## src/source/tx_pkg.sv

```systemverilog
package tx_pkg;

   ////////////////////////////////////////////////////////////////////////////
   // widths
   localparam int SAMPLE_W = 32;
   localparam int TIME_W   = 64;
   localparam int SEQ_W    = 12;
   localparam int SID_W    = 32;
   localparam int CODE_W   = 64;
   localparam int FLAG_W   = 32;
   localparam int BEAT_W   = 176;
   localparam int ADDR_W   = 8;
   localparam int SET_W    = 32;

   typedef logic [SAMPLE_W-1:0] sample_t;   // two 16-bit halves
   typedef logic [TIME_W-1:0]   vtime_t;
   typedef logic [SEQ_W-1:0]    seqnum_t;
   typedef logic [SID_W-1:0]    sid_t;
   typedef logic [CODE_W-1:0]   err_code_t;
   typedef logic [BEAT_W-1:0]   beat_t;

   ////////////////////////////////////////////////////////////////////////////
   // beat layout, low bits first
   localparam int SAMPLE1_LSB = 0;
   localparam int SAMPLE0_LSB = 32;
   localparam int TIME_LSB    = 64;
   localparam int SID_LSB     = 128;
   localparam int SEQ_LSB     = 160;
   localparam int EOP_BIT     = 172;
   localparam int EOB_BIT     = 173;
   localparam int SEND_AT_BIT = 174;
   localparam int ODD_BIT     = 175;

   // beat buffer
   localparam int FIFO_DEPTH = 4;
   localparam int PTR_W      = $clog2(FIFO_DEPTH);
   localparam logic [PTR_W:0] FIFO_COUNT_FULL = (PTR_W + 1)'(FIFO_DEPTH);

   // error policy register
   localparam logic [ADDR_W-1:0] POLICY_ADDR = 8'h20;
   localparam int POL_WAIT_BIT        = 0;
   localparam int POL_NEXT_PACKET_BIT = 1;
   localparam int POL_NEXT_BURST_BIT  = 2;

   localparam vtime_t TOO_EARLY_TICKS = 64'd1 << 28;

   ////////////////////////////////////////////////////////////////////////////
   // status code, flag in the upper half
   localparam int CODE_EXP_LSB  = 16;
   localparam int CODE_FLAG_LSB = 32;
   localparam logic [FLAG_W-1:0] FLAG_EOB_ACK            = 32'd1;
   localparam logic [FLAG_W-1:0] FLAG_UNDERRUN           = 32'd2;
   localparam logic [FLAG_W-1:0] FLAG_SEQ_ERROR          = 32'd4;
   localparam logic [FLAG_W-1:0] FLAG_TIME_ERROR         = 32'd8;
   localparam logic [FLAG_W-1:0] FLAG_UNDERRUN_MIDPKT    = 32'd16;
   localparam logic [FLAG_W-1:0] FLAG_SEQ_ERROR_MIDBURST = 32'd32;

   typedef enum logic [2:0] {
      ST_IDLE,
      ST_SAMP0,
      ST_SAMP1,
      ST_ERROR,
      ST_WAIT
   } tx_state_e;

endpackage

```

## src/source/tx_beat_if.sv

```systemverilog
`timescale 1ns/10ps

interface tx_beat_if;

   tx_pkg::sample_t sample0;
   tx_pkg::sample_t sample1;
   tx_pkg::vtime_t  send_time;
   tx_pkg::sid_t    sid;
   tx_pkg::seqnum_t seqnum;
   logic            eop;
   logic            eob;
   logic            send_at;
   logic            odd;
   logic            valid;
   logic            ready;   // pop on valid & ready

   modport fifo
   (
      output sample0, sample1, send_time, sid, seqnum,
      output eop, eob, send_at, odd, valid,
      input  ready
   );

   modport ctrl
   (
      input  sample0, sample1, send_time, sid, seqnum,
      input  eop, eob, send_at, odd, valid,
      output ready
   );

endinterface

```

## src/source/time_compare.sv

```systemverilog
`timescale 1ns/10ps

module time_compare
(
   input  logic           clk,
   input  logic           rst_n,
   input  tx_pkg::vtime_t time_now,
   input  tx_pkg::vtime_t trigger_time,
   output logic           now,
   output logic           early,
   output logic           late,
   output logic           too_early
);

   tx_pkg::vtime_t lead;   // ticks until trigger

   assign lead = trigger_time - time_now;

   always_ff @(posedge clk)
   begin
      if (!rst_n)
      begin
         now       <= 1'b0;
         early     <= 1'b0;
         late      <= 1'b0;
         too_early <= 1'b0;
      end
      else
      begin
         now       <= (time_now == trigger_time);
         early     <= (time_now < trigger_time);
         late      <= (time_now > trigger_time);
         too_early <= (time_now < trigger_time) && (lead > tx_pkg::TOO_EARLY_TICKS);
      end
   end

endmodule

```

## src/source/tx_beat_fifo.sv

```systemverilog
`timescale 1ns/10ps

module tx_beat_fifo
(
   input  logic          clk,
   input  logic          rst_n,
   input  logic          clear,
   input  tx_pkg::beat_t in_data,
   input  logic          in_valid,
   output logic          in_ready,
   tx_beat_if.fifo       beat
);

   tx_pkg::beat_t              mem [tx_pkg::FIFO_DEPTH];
   tx_pkg::beat_t              head;
   logic [tx_pkg::PTR_W-1:0]   wr_ptr;
   logic [tx_pkg::PTR_W-1:0]   rd_ptr;
   logic [tx_pkg::PTR_W:0]     count;
   logic                       full;
   logic                       push;
   logic                       pop;

   assign full     = (count == tx_pkg::FIFO_COUNT_FULL);
   assign in_ready = !full;
   assign push     = in_valid && in_ready;
   assign pop      = beat.valid && beat.ready;

   always_ff @(posedge clk)
   begin
      if (!rst_n || clear)
      begin
         wr_ptr <= '0;
         rd_ptr <= '0;
         count  <= '0;
      end
      else
      begin
         if (push)
            wr_ptr <= wr_ptr + 1'b1;   // depth is a power of two, wraps
         if (pop)
            rd_ptr <= rd_ptr + 1'b1;
         case ({push, pop})
            2'b10:   count <= count + 1'b1;
            2'b01:   count <= count - 1'b1;
            default: count <= count;
         endcase
      end
   end

   always_ff @(posedge clk)
   begin
      if (push)
         mem[wr_ptr] <= in_data;
   end

   ////////////////////////////////////////////////////////////////////////////
   // head entry unpacked
   assign head           = mem[rd_ptr];
   assign beat.valid     = (count != '0);
   assign beat.sample1   = head[tx_pkg::SAMPLE1_LSB +: tx_pkg::SAMPLE_W];
   assign beat.sample0   = head[tx_pkg::SAMPLE0_LSB +: tx_pkg::SAMPLE_W];
   assign beat.send_time = head[tx_pkg::TIME_LSB +: tx_pkg::TIME_W];
   assign beat.sid       = head[tx_pkg::SID_LSB +: tx_pkg::SID_W];
   assign beat.seqnum    = head[tx_pkg::SEQ_LSB +: tx_pkg::SEQ_W];
   assign beat.eop       = head[tx_pkg::EOP_BIT];
   assign beat.eob       = head[tx_pkg::EOB_BIT];
   assign beat.send_at   = head[tx_pkg::SEND_AT_BIT];
   assign beat.odd       = head[tx_pkg::ODD_BIT];

   // a full buffer takes no write, so the write side cannot move
   no_write_when_full: assert property (@(posedge clk) disable iff (!rst_n || clear)
      full |=> $stable(wr_ptr));

endmodule

```

## src/source/tx_control.sv

```systemverilog
`timescale 1ns/10ps

module tx_control
(
   input  logic               clk,
   input  logic               rst_n,
   input  logic               clear,
   tx_beat_if.ctrl            beat,
   input  logic               now,
   input  logic               late,
   input  logic               policy_wait,
   input  logic               policy_next_packet,
   input  logic               policy_next_burst,
   input  logic               clear_seqnum,
   input  logic               strobe,
   output tx_pkg::sample_t    sample,
   output logic               run,
   output logic               ack_or_error,
   output tx_pkg::err_code_t  error_code,
   output logic               packet_consumed
);

   tx_pkg::tx_state_e state;
   tx_pkg::seqnum_t   expected_seqnum;
   logic              seq_bad;
   logic              odd_last;

   function automatic tx_pkg::err_code_t make_code
   (
      input logic [tx_pkg::FLAG_W-1:0] flag,
      input tx_pkg::seqnum_t           expected,
      input tx_pkg::seqnum_t           got
   );
      tx_pkg::err_code_t code;
      code = '0;
      code[tx_pkg::CODE_FLAG_LSB +: tx_pkg::FLAG_W] = flag;
      code[tx_pkg::CODE_EXP_LSB +: tx_pkg::SEQ_W]   = expected;
      code[tx_pkg::SEQ_W-1:0]                       = got;
      return code;
   endfunction

   assign seq_bad  = (expected_seqnum != beat.seqnum);
   assign odd_last = beat.eop && beat.odd;

   ////////////////////////////////////////////////////////////////////////////
   // dsp side
   assign run    = (state == tx_pkg::ST_SAMP0) || (state == tx_pkg::ST_SAMP1);
   assign sample = (state == tx_pkg::ST_SAMP0) ? beat.sample0 : beat.sample1;

   assign beat.ready = (state == tx_pkg::ST_ERROR)
                     || (strobe && ((state == tx_pkg::ST_SAMP1)
                     || ((state == tx_pkg::ST_SAMP0) && odd_last)));

   assign packet_consumed = beat.eop && beat.valid && beat.ready;

   // last consumed packet plus one
   always_ff @(posedge clk)
   begin
      if (!rst_n || clear || clear_seqnum)
         expected_seqnum <= '0;
      else if (packet_consumed)
         expected_seqnum <= beat.seqnum + 1'b1;
   end

   ////////////////////////////////////////////////////////////////////////////
   // release fsm
   always_ff @(posedge clk)
   begin
      if (!rst_n || clear)
      begin
         state        <= tx_pkg::ST_IDLE;
         ack_or_error <= 1'b0;
         error_code   <= '0;
      end
      else
      begin
         ack_or_error <= 1'b0;
         case (state)
            tx_pkg::ST_IDLE:
            begin
               if (beat.valid)
               begin
                  if (!beat.send_at || now)
                  begin
                     if (seq_bad)
                     begin
                        state        <= tx_pkg::ST_ERROR;
                        ack_or_error <= 1'b1;
                        error_code   <= make_code(tx_pkg::FLAG_SEQ_ERROR,
                                                  expected_seqnum, beat.seqnum);
                     end
                     else
                        state <= tx_pkg::ST_SAMP0;
                  end
                  else if (late)   // missed its slot
                  begin
                     state        <= tx_pkg::ST_ERROR;
                     ack_or_error <= 1'b1;
                     error_code   <= make_code(tx_pkg::FLAG_TIME_ERROR, '0, beat.seqnum);
                  end
               end
            end
            tx_pkg::ST_SAMP0:
            begin
               if (strobe)
               begin
                  if (!beat.valid)
                  begin
                     state        <= tx_pkg::ST_ERROR;
                     ack_or_error <= 1'b1;
                     error_code   <= make_code(tx_pkg::FLAG_UNDERRUN, '0, beat.seqnum);
                  end
                  else if (odd_last && beat.eob)
                  begin
                     state        <= tx_pkg::ST_IDLE;
                     ack_or_error <= 1'b1;
                     error_code   <= make_code(tx_pkg::FLAG_EOB_ACK, '0, beat.seqnum);
                  end
                  else if (odd_last)
                     state <= tx_pkg::ST_SAMP0;   // burst goes on
                  else if (seq_bad)
                  begin
                     state        <= tx_pkg::ST_ERROR;
                     ack_or_error <= 1'b1;
                     error_code   <= make_code(tx_pkg::FLAG_SEQ_ERROR_MIDBURST,
                                               expected_seqnum, beat.seqnum);
                  end
                  else
                     state <= tx_pkg::ST_SAMP1;
               end
            end
            tx_pkg::ST_SAMP1:
            begin
               if (strobe)
               begin
                  if (beat.eop && beat.eob)
                  begin
                     state        <= tx_pkg::ST_IDLE;
                     ack_or_error <= 1'b1;
                     error_code   <= make_code(tx_pkg::FLAG_EOB_ACK, '0, beat.seqnum);
                  end
                  else
                     state <= tx_pkg::ST_SAMP0;
               end
            end
            tx_pkg::ST_ERROR:
            begin
               // drain to end of packet
               if (beat.valid && beat.eop)
               begin
                  if (policy_next_packet || (policy_next_burst && beat.eob))
                     state <= tx_pkg::ST_IDLE;
                  else if (policy_wait)
                     state <= tx_pkg::ST_WAIT;
               end
            end
            tx_pkg::ST_WAIT:
               state <= tx_pkg::ST_WAIT;   // only clear leaves
            default:
               state <= tx_pkg::ST_IDLE;
         endcase
      end
   end

   ack_one_cycle: assert property (@(posedge clk) disable iff (!rst_n)
      ack_or_error |=> !ack_or_error);

   // samples start only from idle
   run_from_idle: assert property (@(posedge clk) disable iff (!rst_n)
      $rose(run) |-> $past(state == tx_pkg::ST_IDLE));

   no_pop_in_idle: assert property (@(posedge clk) disable iff (!rst_n)
      (state == tx_pkg::ST_IDLE) |-> !beat.ready);

endmodule

```

## src/source/tx_core.sv

```systemverilog
`timescale 1ns/10ps

module tx_core
(
   input  logic                      clk,
   input  logic                      rst_n,
   input  logic                      clear,
   input  logic                      set_stb,
   input  logic [tx_pkg::ADDR_W-1:0] set_addr,
   input  logic [tx_pkg::SET_W-1:0]  set_data,
   input  tx_pkg::vtime_t            vita_time,
   input  tx_pkg::beat_t             in_data,
   input  logic                      in_valid,
   output logic                      in_ready,
   input  logic                      strobe,
   output tx_pkg::sample_t           sample,
   output logic                      run,
   output logic                      ack_or_error,
   output tx_pkg::err_code_t         error_code,
   output tx_pkg::seqnum_t           seqnum,
   output tx_pkg::sid_t              sid,
   output logic                      packet_consumed
);

   logic now;
   logic late;
   logic policy_wait;
   logic policy_next_packet;
   logic policy_next_burst;
   logic clear_seqnum;

   tx_beat_if beat ();

   assign seqnum = beat.seqnum;
   assign sid    = beat.sid;

   tx_beat_fifo u_fifo
   (
      .clk      (clk),
      .rst_n    (rst_n),
      .clear    (clear),
      .in_data  (in_data),
      .in_valid (in_valid),
      .in_ready (in_ready),
      .beat     (beat.fifo)
   );

   tx_policy_regs u_policy
   (
      .clk                (clk),
      .rst_n              (rst_n),
      .set_stb            (set_stb),
      .set_addr           (set_addr),
      .set_data           (set_data),
      .policy_wait        (policy_wait),
      .policy_next_packet (policy_next_packet),
      .policy_next_burst  (policy_next_burst),
      .clear_seqnum       (clear_seqnum)
   );

   // head beat's send time against radio time
   time_compare u_time
   (
      .clk          (clk),
      .rst_n        (rst_n),
      .time_now     (vita_time),
      .trigger_time (beat.send_time),
      .now          (now),
      .early        (),
      .late         (late),
      .too_early    ()
   );

   tx_control u_ctrl
   (
      .clk                (clk),
      .rst_n              (rst_n),
      .clear              (clear),
      .beat               (beat.ctrl),
      .now                (now),
      .late               (late),
      .policy_wait        (policy_wait),
      .policy_next_packet (policy_next_packet),
      .policy_next_burst  (policy_next_burst),
      .clear_seqnum       (clear_seqnum),
      .strobe             (strobe),
      .sample             (sample),
      .run                (run),
      .ack_or_error       (ack_or_error),
      .error_code         (error_code),
      .packet_consumed    (packet_consumed)
   );

endmodule

```

## src/source/tx_policy_regs.sv

```systemverilog
`timescale 1ns/10ps

module tx_policy_regs
(
   input  logic                      clk,
   input  logic                      rst_n,
   input  logic                      set_stb,
   input  logic [tx_pkg::ADDR_W-1:0] set_addr,
   input  logic [tx_pkg::SET_W-1:0]  set_data,
   output logic                      policy_wait,
   output logic                      policy_next_packet,
   output logic                      policy_next_burst,
   output logic                      clear_seqnum
);

   logic hit;

   assign hit = set_stb && (set_addr == tx_pkg::POLICY_ADDR);

   always_ff @(posedge clk)
   begin
      if (!rst_n)
      begin
         policy_wait        <= 1'b0;
         policy_next_packet <= 1'b0;
         policy_next_burst  <= 1'b0;
         clear_seqnum       <= 1'b0;
      end
      else
      begin
         clear_seqnum <= hit;   // one cycle per write
         if (hit)
         begin
            policy_wait        <= set_data[tx_pkg::POL_WAIT_BIT];
            policy_next_packet <= set_data[tx_pkg::POL_NEXT_PACKET_BIT];
            policy_next_burst  <= set_data[tx_pkg::POL_NEXT_BURST_BIT];
         end
      end
   end

endmodule
```

## config.mk

```make
export PLATFORM = sky130hd
export DESIGN_NAME = tx_core
export DESIGN_NICKNAME = d
export VERILOG_FILES = /design/src/source/tx_pkg.sv /design/src/source/tx_beat_if.sv /design/src/source/time_compare.sv /design/src/source/tx_beat_fifo.sv /design/src/source/tx_control.sv /design/src/source/tx_core.sv /design/src/source/tx_policy_regs.sv
export SDC_FILE = /design/constraint.sdc
export NUM_CORES = 1
export LEC_CHECK = 0
export BUFFER_PORTS_ARGS = -buffer_cell sky130_fd_sc_hd__buf_4
export CORE_MARGIN = 1.5
export CORE_UTILIZATION = 57
export CTS_CLUSTER_SIZE = 20
export DETAILED_ROUTE_END_ITERATION = 10
export MAX_ROUTING_LAYER = met4
export PLACE_DENSITY_LB_ADDON = 0.2
export SKIP_CTS_REPAIR_TIMING = 1
export SYNTH_ARGS = -nofsm -noshare
export SYNTH_HDL_FRONTEND = slang
export SYNTH_SLANG_ARGS = --single-unit
```

## constraint.sdc

```tcl
create_clock -name clk -period 7.15 [get_ports clk]
set_clock_uncertainty 0.1 [all_clocks]
set_input_delay 1.43 -clock clk [delete_from_list [all_inputs] [get_ports clk]]
set_output_delay 1.43 -clock clk [all_outputs]
set_load 0.01 [all_outputs]
```

==> impl_metrics.toml, run 1 <==
[die]
start_util = 0.5774
die_h_um = 234.0
die_x_um = 234.0
rows = 84
die_area_um2 = 54740
io_pins = 430
core_area_um2 = 52660

[clock_network]
clk_latency_ns = 0.62
cts_max_path_buffers = 3
cts_made_buffers = 76
cts_sinks = 764
clkSlewWorstSetupHoldPaths_ns = 0.06
cts_tree = "built"
cts_max_level = 3
root_buffer = "clkbuf_16"

[setup_path]
critPathRequiredTime_ns = 5.62
reg2reg_depth = 9
start_kind = "flip-flop"
crit_arrival_ns = 3.68
r2r_end = "u_ctrl.error_code[32]$_SDFFE_PP0P_"
path_max_fanout = 37
r2r_slack_ns = 2.57
crit_type = "reg -> out"
cp-end-kind = "primary output"

[timing]
max_freq_ghz = 0.1919
finalMaxSlewViolations = 0
slew_headroom = 0.1702
hold_viol = 0
fin_crit_sh = 0.7289
final.setup.tns_ns = 0
worst-slew-pin-transition_ns = 1.242
fin_ws_ns = 1.939
rsz0062_at_grt = "no"
setup_viol = 0
min_period_ns = 5.211

[cells_and_area]
final_common_cell = "edfxtp_1"
layout-drive-gt1-share = 0.3505
area_growth_pct = 18.93
fin_cells = 2707
final_nets = 2312
layout_common_cells = "edfxtp_1 (704), buf_4 (378), mux4_2 (175)"

[pwr]
p_switching_uw = 1940
seq_power_share = 0.538
combPwrFrac = 0.060
peakVddDrop_v = 0.0002334
leakagePower_uw = 0.01260
p_per_area_nw_per_um2 = 258.4
swShare = 0.2076
p_int_uw = 7404
finalPower_uw = 9344
p_clk_frac = 0.403

[synth]
netlist_area_um2 = 30410
avgSynthCellArea_um2 = 19.47
syn_inst = 1562
ys.warnings.count = 0
ys_seq_area_frac = 0.7348
postSynth.asyncResetShare = 0
synth_edf_count = 704
ys.flop_type = "edfxtp_1"
ys_types = 54
synth-seq-cells = 764

[worst_hold_path]
holdPathEnd = "u_ctrl.error_code[26]$_SDFFE_PP0P_"
hold-path-cell-count = 2
min_from = "u_ctrl.error_code[26]$_SDFFE_PP0P_"
hp-class = "reg -> reg"

[global_route]
grt_pass1_wl_um = 90310
grt_pass1_vias = 15806
antenna_found_initial = 5
grt-ovfl-total = 0
grt_max_degree = 100
globalRouteTotalUtil = 0.2303

[detailed_routing]
drtIter0Drc = 925
routed.top_layer = "met4"
vias = 15289
final_antenna_net_count = 0
dr.pass1.iters = 5
wirelength_met1_um = 24200
vias_per_cell = 5.648
drc = 0
routed_wirelength_um = 60590
wl_met2_um = 30770
routed-wl-met3_um = 4175
avgRoutedWirePerCell_um = 22.38

[placed_design]
hpwl_um = 37400
post-place-ws_ns = 2.465
io_buffers = 365
dp.cells = 2565
gp_congestion = 0.8629

[status]
status = "completed"

[job]
max-cap-violations = 0
-- power by group through the flow --
stage | registers, uW | clock network (uW) | logic (uW)
after floorplan | 5120 | 0 | 289
after global placement | 5110 | 0 | 541
after detailed placement | 5120 | 0 | 560
after CTS | 5020 | 3840 | 564
after global routing | 5030 | 4000 | 613
final | 5020 | 3760 | 558
-- per-layer routing --
metal	vias up	GRT usage
li1	6984	-
met1	7780	0.2880
met2	422	0.3715
met3	103	0.06372
met4	0	0.06691
met5	-	-
-- flip-flops by register name, summed over array words and instances, names as in the netlist, named ones only --
name / count
u_time.now: 1
u_policy.policy_next_packet: 1
u_policy.policy_wait: 1
u_fifo.mem: 704
u_fifo.count: 3
u_ctrl.state: 3
u_ctrl.expected_seqnum: 12
u_policy.policy_next_burst: 1
u_fifo.rd_ptr: 2
u_time.late: 1
u_ctrl.ack_or_error: 1
u_fifo.wr_ptr: 2
u_ctrl.error_code: 29
u_policy.clear_seqnum: 1
-- logic make-up (layout without fill, tap and decap cells) --
family | Yosys count | in the layout | synth area share
multiplexers | 215 | 215 | 0.1446
buffers and inverters | 175 | 593 | 0.02757
AND/OR/NAND/NOR | 196 | 196 | 0.03214
XOR/XNOR | 27 | 27 | 0.007777
other | 1 | 40 | 0.0001233
adder cells (fa/ha/maj) | 71 | 71 | 0.02946
AO/OA/AOI/OAI | 113 | 113 | 0.02350
flip-flops | 764 | 764 | 0.7348
-- layout make-up --
cell class                 instances  area, um2
antenna                            5      12.51
clock buffer                      94       1991
clock inverter                    43      375.4
fill                            3381      16500
inverter                          74      277.8
multi-input combinational        657       7376
sequential                       764      22350
tap                              688      860.8
timing repair buffer             382       2918
-- cell usage after synthesis, drive strengths merged (32+ instances only) --
master | instances | area, um2
nand2 | 41 | 153.9
nor2 | 51 | 191.4
dfxtp | 60 | 1201
o21ai | 42 | 210.2
edfxtp | 704 | 21140
buf | 69 | 440.4
mux2 | 32 | 360.4
clkbuf | 32 | 120.1
nand3 | 32 | 160.2
mux4 | 176 | 3968
ha | 70 | 875.8
inv | 74 | 277.8
-- worst max-delay path, stage by stage, from the launching register on --
cell     delay, ns
dfxtp_4       0.36
buf_4         0.58
mux4_2        0.46
a31oi_1       0.12
nor4_2        0.53
and2_1        0.75
buf_4         0.25
-- how the worst max path moves through the flow --
| stage | to | from | cells past startpoint | slack, ns |
|---|---|---|---|---|
| detailed placement | u_ctrl.error_code[32]$_SDFFE_PP0P_ | flip-flop | 9 | 2.47 |
| global route | packet_consumed | flip-flop | 6 | 1.62 |
| floorplan | u_fifo.mem[0][0]$_DFFE_PP_ | in_valid | 1 | 0.98 |
| global placement | packet_consumed | strobe | 5 | 2.52 |
| finish | packet_consumed | flip-flop | 6 | 1.94 |
| CTS | packet_consumed | flip-flop | 6 | 1.80 |
-- per-stage QoR --
stage	instance area (um2)	utilization	hold WS, ns
CTS	36150	0.6865	0.3509
finish	36160	0.6867	0.3485
detailed placement	33780	0.6416	0.3423
global route	36160	0.6867	0.3664
floorplan	30530	-	0.3599
global placement	33780	0.6416	0.3375
Power figures use the tool's default switching activity.
==> inputs of run 2 (changes only) <==
--- a/config.mk
+++ b/config.mk
@@ -7,7 +7,7 @@
 export LEC_CHECK = 0
 export BUFFER_PORTS_ARGS = -buffer_cell sky130_fd_sc_hd__buf_4
 export CORE_MARGIN = 1.5
-export CORE_UTILIZATION = 57
+export CORE_UTILIZATION = 52
 export CTS_CLUSTER_SIZE = 20
 export DETAILED_ROUTE_END_ITERATION = 10
 export MAX_ROUTING_LAYER = met4
==> constraint.sdc (replaced) <==
create_clock -name clk -period 4.2 [get_ports clk]
set_clock_uncertainty 0.1 [all_clocks]
set_input_delay 0.84 -clock clk [delete_from_list [all_inputs] [get_ports clk]]
set_output_delay 0.84 -clock clk [all_outputs]
set_load 0.01 [all_outputs]
==> run 2 against run 1 <==
  * Critical path depth shrank 1
  * Flip-flop and latch count is the same
  * First-iteration DRC count fell by 12%
  * Wire length up 1.5%
  * Combinational power rose by 73%
  * Critical path type unchanged
  * Critical endpoint is now sample[22]
  * Largest cell class unchanged
  * Highest routed layer unchanged
==> impl_metrics.toml, run 2 (same netlist as run 1, synthesis figures left out) <==
[status]
status = "completed"

[cells_and_area]
layout_common_cells = "edfxtp_1 (704), buf_4 (386), mux4_2 (175)"
fin_cells = 2810
area_growth_pct = 20.27
fill_cells = 4040
layout-drive-gt1-share = 0.3544
final_common_cell = "edfxtp_1"
multi_input_area_um2 = 7376
final-seq-area_um2 = 22350
largest_reg_flops = 704
reg_top3 = "u_fifo.mem (704), u_ctrl.error_code (29), u_ctrl.expected_seqnum (12)"
top_register = "u_fifo.mem"
final_nets = 2335

[die]
io_pins = 430
rows = 88
core_area_um2 = 57700
start_util = 0.5270
die_x_um = 244.8
die_area_um2 = 59930
die_h_um = 244.8

[timing]
setup_viol = 0
worst-slew-pin-transition_ns = 0.9914
hold_viol = 0
fin_crit_sh = 0.9256
min_period_ns = 3.888
finalHoldWorstSlack_ns = 0.3136
max_freq_ghz = 0.2572
finalMaxSlewViolations = 0
final.setup.tns_ns = 0
rsz0062_at_grt = "no"
slew_headroom = 0.3390

[setup_path]
cp-end-kind = "primary output"
start_kind = "flip-flop"
crit_arrival_ns = 2.95
crit_type = "reg -> out"
path_max_fanout = 48
r2r_end = "u_time.late$_SDFF_PN0_"
critPathRequiredTime_ns = 3.26
r2r_slack_ns = 0.62
reg2reg_depth = 12

[pwr]
seq_power_share = 0.538
peakVddDrop_v = 0.0004172
p_per_area_nw_per_um2 = 434.2
leakagePower_uw = 0.01275
p_int_uw = 12550
combPwrFrac = 0.061
swShare = 0.2095
p_clk_frac = 0.401
p_switching_uw = 3325

[detailed_routing]
drtIter0Drc = 816
vias_per_cell = 5.450
routed_wirelength_um = 61520
vias = 15315
drc = 0
dr.pass1.iters = 4
avgRoutedWirePerCell_um = 21.89
final_antenna_net_count = 0

[global_route]
globalRouteTotalUtil = 0.2147
grt_pass1_wl_um = 93810
antenna_found_initial = 4
grt-ovfl-total = 0
grt_max_degree = 136
grt_pass1_vias = 15944

[clock_network]
clkSlewWorstSetupHoldPaths_ns = 0.06
cts_max_path_buffers = 3
root_buffer = "clkbuf_16"
clk_latency_ns = 0.62
cts_tree = "built"
cts_sinks = 764
cts_made_buffers = 77
cts_max_level = 3

[placed_design]
gp_congestion = 0.8781
hpwl_um = 39200
io_buffers = 365
dp.cells = 2662

[worst_hold_path]
hold-path-cell-count = 1
min_from = "in_data[12]"
hp-class = "in -> reg"
holdPathEnd = "u_fifo.mem[2][12]$_DFFE_PP_"

[job]
max-cap-violations = 0
## run 2: metal layers
metal / global-route usage / vias to the layer above / routed length [um]
met1: 0.2662 / 7787 / 24750
met2: 0.3553 / 391 / 31700
met5: - / - / 0
li1: - / 7045 / -
met3: 0.05368 / 92 / 3873
met4: 0.05574 / 0 / 1200
## run 2: worst max-delay path: stages (launching register included)
cell and delay (ns):
dfxtp_4 0.54, buf_12 0.33, buf_12 0.37, mux4_2 0.58
mux2_2 0.28, buf_4 0.15
## run 2: how the worst max path moves through the flow
| stage | depth (start not counted) | slack [ns] | from | to |
|---|---|---|---|---|
| final | 5 | 0.31 | flip-flop | sample[22] |
| after global routing | 6 | 0.04 | flip-flop | packet_consumed |
| after CTS | 5 | -0.11 | flip-flop | sample[27] |
| after detailed placement | 9 | 0.54 | flip-flop | u_time.late$_SDFF_PN0_ |
| after global placement | 9 | 0.59 | flip-flop | u_time.late$_SDFF_PN0_ |
| after floorplan | 15 | 0.06 | flip-flop | u_time.late$_SDFF_PN0_ |
## run 2: power by group through the flow
stage	clock [uW]	combinational (uW)	sequential [uW]
floorplan	0	492	8710
global placement	0	946	8690
detailed placement	0	973	8710
CTS	6530	978	8550
global route	6790	1060	8560
finish	6360	964	8550
## run 2: cell type report
type / count / share of cell area
well taps: 765 / 0.02618
inverters: 74 / 0.007596
flip-flops and latches: 764 / 0.6112
clock buffers: 104 / 0.05601
repair buffers: 404 / 0.08927
diodes: 5 / 0.0003422
clock inverters: 37 / 0.007733
multi-input cells: 657 / 0.2017
## run 2: through the flow
stage,total power (uW),util,cell area (um2),worst slack [ns]
finish,15880,0.6338,36570,0.3124
global route,16410,0.6338,36570,0.03628
CTS,16050,0.6326,36500,-0.1097
detailed placement,9681,0.5922,34170,0.5359
global placement,9640,0.5922,34170,0.5896
floorplan,9200,-,30540,0.06483
==> inputs of run 3 (changes only) <==
--- a/config.mk
+++ b/config.mk
@@ -10,8 +10,10 @@
 export CORE_UTILIZATION = 52
 export CTS_CLUSTER_SIZE = 20
 export DETAILED_ROUTE_END_ITERATION = 10
+export GPL_TIMING_DRIVEN = 0
 export MAX_ROUTING_LAYER = met4
 export PLACE_DENSITY_LB_ADDON = 0.2
+export REMOVE_ABC_BUFFERS = 1
 export SKIP_CTS_REPAIR_TIMING = 1
 export SYNTH_ARGS = -nofsm -noshare
 export SYNTH_HDL_FRONTEND = slang
==> run 3 against run 2 <==
  * Via count up 0.26%
  * First-iteration DRC count rose by 3.3%
  * Wire length rose by 0.72%
  * Critical path type unchanged
==> impl_metrics.toml, run 3 (same netlist as run 1, synthesis figures left out) <==
[timing]
hold_viol = 0
max_freq_ghz = 0.2609
worst-slew-pin-transition_ns = 1.294
finalHoldWorstSlack_ns = 0.3268
fin_crit_sh = 0.9124
setup_viol = 0
finalMaxSlewViolations = 0
rsz0062_at_grt = "no"
fin_ws_ns = 0.3678
slew_headroom = 0.1353
final.setup.tns_ns = 0
min_period_ns = 3.832

[die]
io_pins = 430
rows = 88
core_area_um2 = 57700
die_h_um = 244.8
start_util = 0.5270
die_x_um = 244.8
die_area_um2 = 59930

[placed_design]
io_buffers = 365
post-place-ws_ns = -0.3197
hpwl_um = 39190
gp_congestion = 0.8352

[cells_and_area]
layout-drive-gt1-share = 0.3600
layout_common_cells = "edfxtp_1 (704), buf_4 (371), mux4_2 (175)"
final-seq-area_um2 = 22350
fill_cells = 4027
fin_util = 0.6406
multi_input_area_um2 = 7390
reg_top3 = "u_fifo.mem (704), u_ctrl.error_code (29), u_ctrl.expected_seqnum (12)"
final_nets = 2327
largest_reg_flops = 704
final_common_cell = "edfxtp_1"
top_register = "u_fifo.mem"
area_growth_pct = 21.55

[detailed_routing]
routed.top_layer = "met4"
drtIter0Drc = 843
avgRoutedWirePerCell_um = 22.13
routed-wl-met3_um = 4317
vias = 15355
routed_wirelength_um = 61970
dr.pass1.iters = 4
wirelength_met1_um = 25020
final_antenna_net_count = 0
vias_per_cell = 5.484
drc = 0
wl_met2_um = 31590

[setup_path]
cpMaxStageDelayCell = "or2_2"
r2r_slack_ns = 0.38
max_stage_delay_ns = 0.92
critPathRequiredTime_ns = 3.26
path_cells = "nand2b_1 > or2_2 > mux2_2 > buf_4"
crit_type = "reg -> out"
path_max_fanout = 36
crit_arrival_ns = 2.89
cp-end-kind = "primary output"
start_kind = "flip-flop"

[global_route]
grt-ovfl-total = 0
globalRouteTotalUtil = 0.2151
grt_pass1_vias = 15934
antenna_found_initial = 6
grt_max_degree = 56
grt_pass1_wl_um = 93670

[clock_network]
cts_made_buffers = 79
cts_sinks = 764
clkSlewWorstSetupHoldPaths_ns = 0.06
root_buffer = "clkbuf_16"
cts_max_level = 3
cts_tree = "built"
clk_latency_ns = 0.60
cts_max_path_buffers = 3

[worst_hold_path]
hp-class = "in -> reg"

[pwr]
combPwrFrac = 0.058
p_int_uw = 13180
swShare = 0.1998
p_switching_uw = 3290
p_per_area_nw_per_um2 = 445.6
p_clk_frac = 0.423
leakagePower_uw = 0.01289
peakVddDrop_v = 0.0003976
seq_power_share = 0.519

[job]
max-cap-violations = 0

[status]
status = "completed"
[run 3: cell count changes in the layout (fill, tap and decap cells not counted), sizes merged]
cell and delta:
buf -10, bufinv +8, clkbuf -3, clkinv -9, clkinvlp +2, diode +2
[run 3: power groups by stage]
| stage | clock network (uW) | logic [uW] | registers (uW) |
|---|---|---|---|
| final | 6960 | 961 | 8550 |
| after global routing | 7410 | 1060 | 8560 |
| after detailed placement | 0 | 971 | 8710 |
| after floorplan | 0 | 454 | 8730 |
| after CTS | 7110 | 975 | 8550 |
| after global placement | 0 | 912 | 8760 |
[run 3: worst paths after layout]
| check | startpoint | to | depth (start not counted) |
|---|---|---|---|
| worst min register to register | u_ctrl.error_code[11]$_SDFFE_PP0P_ | u_ctrl.error_code[11]$_SDFFE_PP0P_ | 2 |
| worst max-delay path | u_ctrl.state[1]$_SDFFE_PP0P_ | sample[21] | 4 |
| worst max register to register | u_ctrl.state[1]$_SDFFE_PP0P_ | u_ctrl.error_code[32]$_SDFFE_PP0P_ | 7 |
| worst min-delay path | in_data[19] | u_fifo.mem[0][19]$_DFFE_PP_ | 1 |
[run 3: stage by stage]
step	std cells	cell area (um2)	power [uW]
after floorplan	1495	29970	9181
after global placement	2625	33670	9667
after detailed placement	2645	34230	9678
after CTS	2784	36820	16640
after global routing	2799	36960	17020
final	2800	36960	16470
[run 3: per-layer routing]
layer	vias to the layer above	global-route usage
met5	-	-
met2	390	0.3454
met3	70	0.05915
met1	7853	0.2708
met4	0	0.05955
li1	7042	-
[run 3: critical path, delay by kind of cell (launching register included)]
family                 cells  cell delay (ns)
muxes                      1             0.43
DFF                        1             0.51
and+or+nand+nor            2             1.11
buffers and inverters      1             0.15
[run 3: layout make-up]
type / count / area share
Antenna cell: 7 / 0.0004740
Clock buffer: 101 / 0.05779
Clock inverter: 38 / 0.01219
Inverter: 74 / 0.007516
Multi-Input combinational cell: 657 / 0.1999
Sequential cell: 764 / 0.6047
Tap cell: 765 / 0.02590
Timing Repair Buffer: 394 / 0.09148
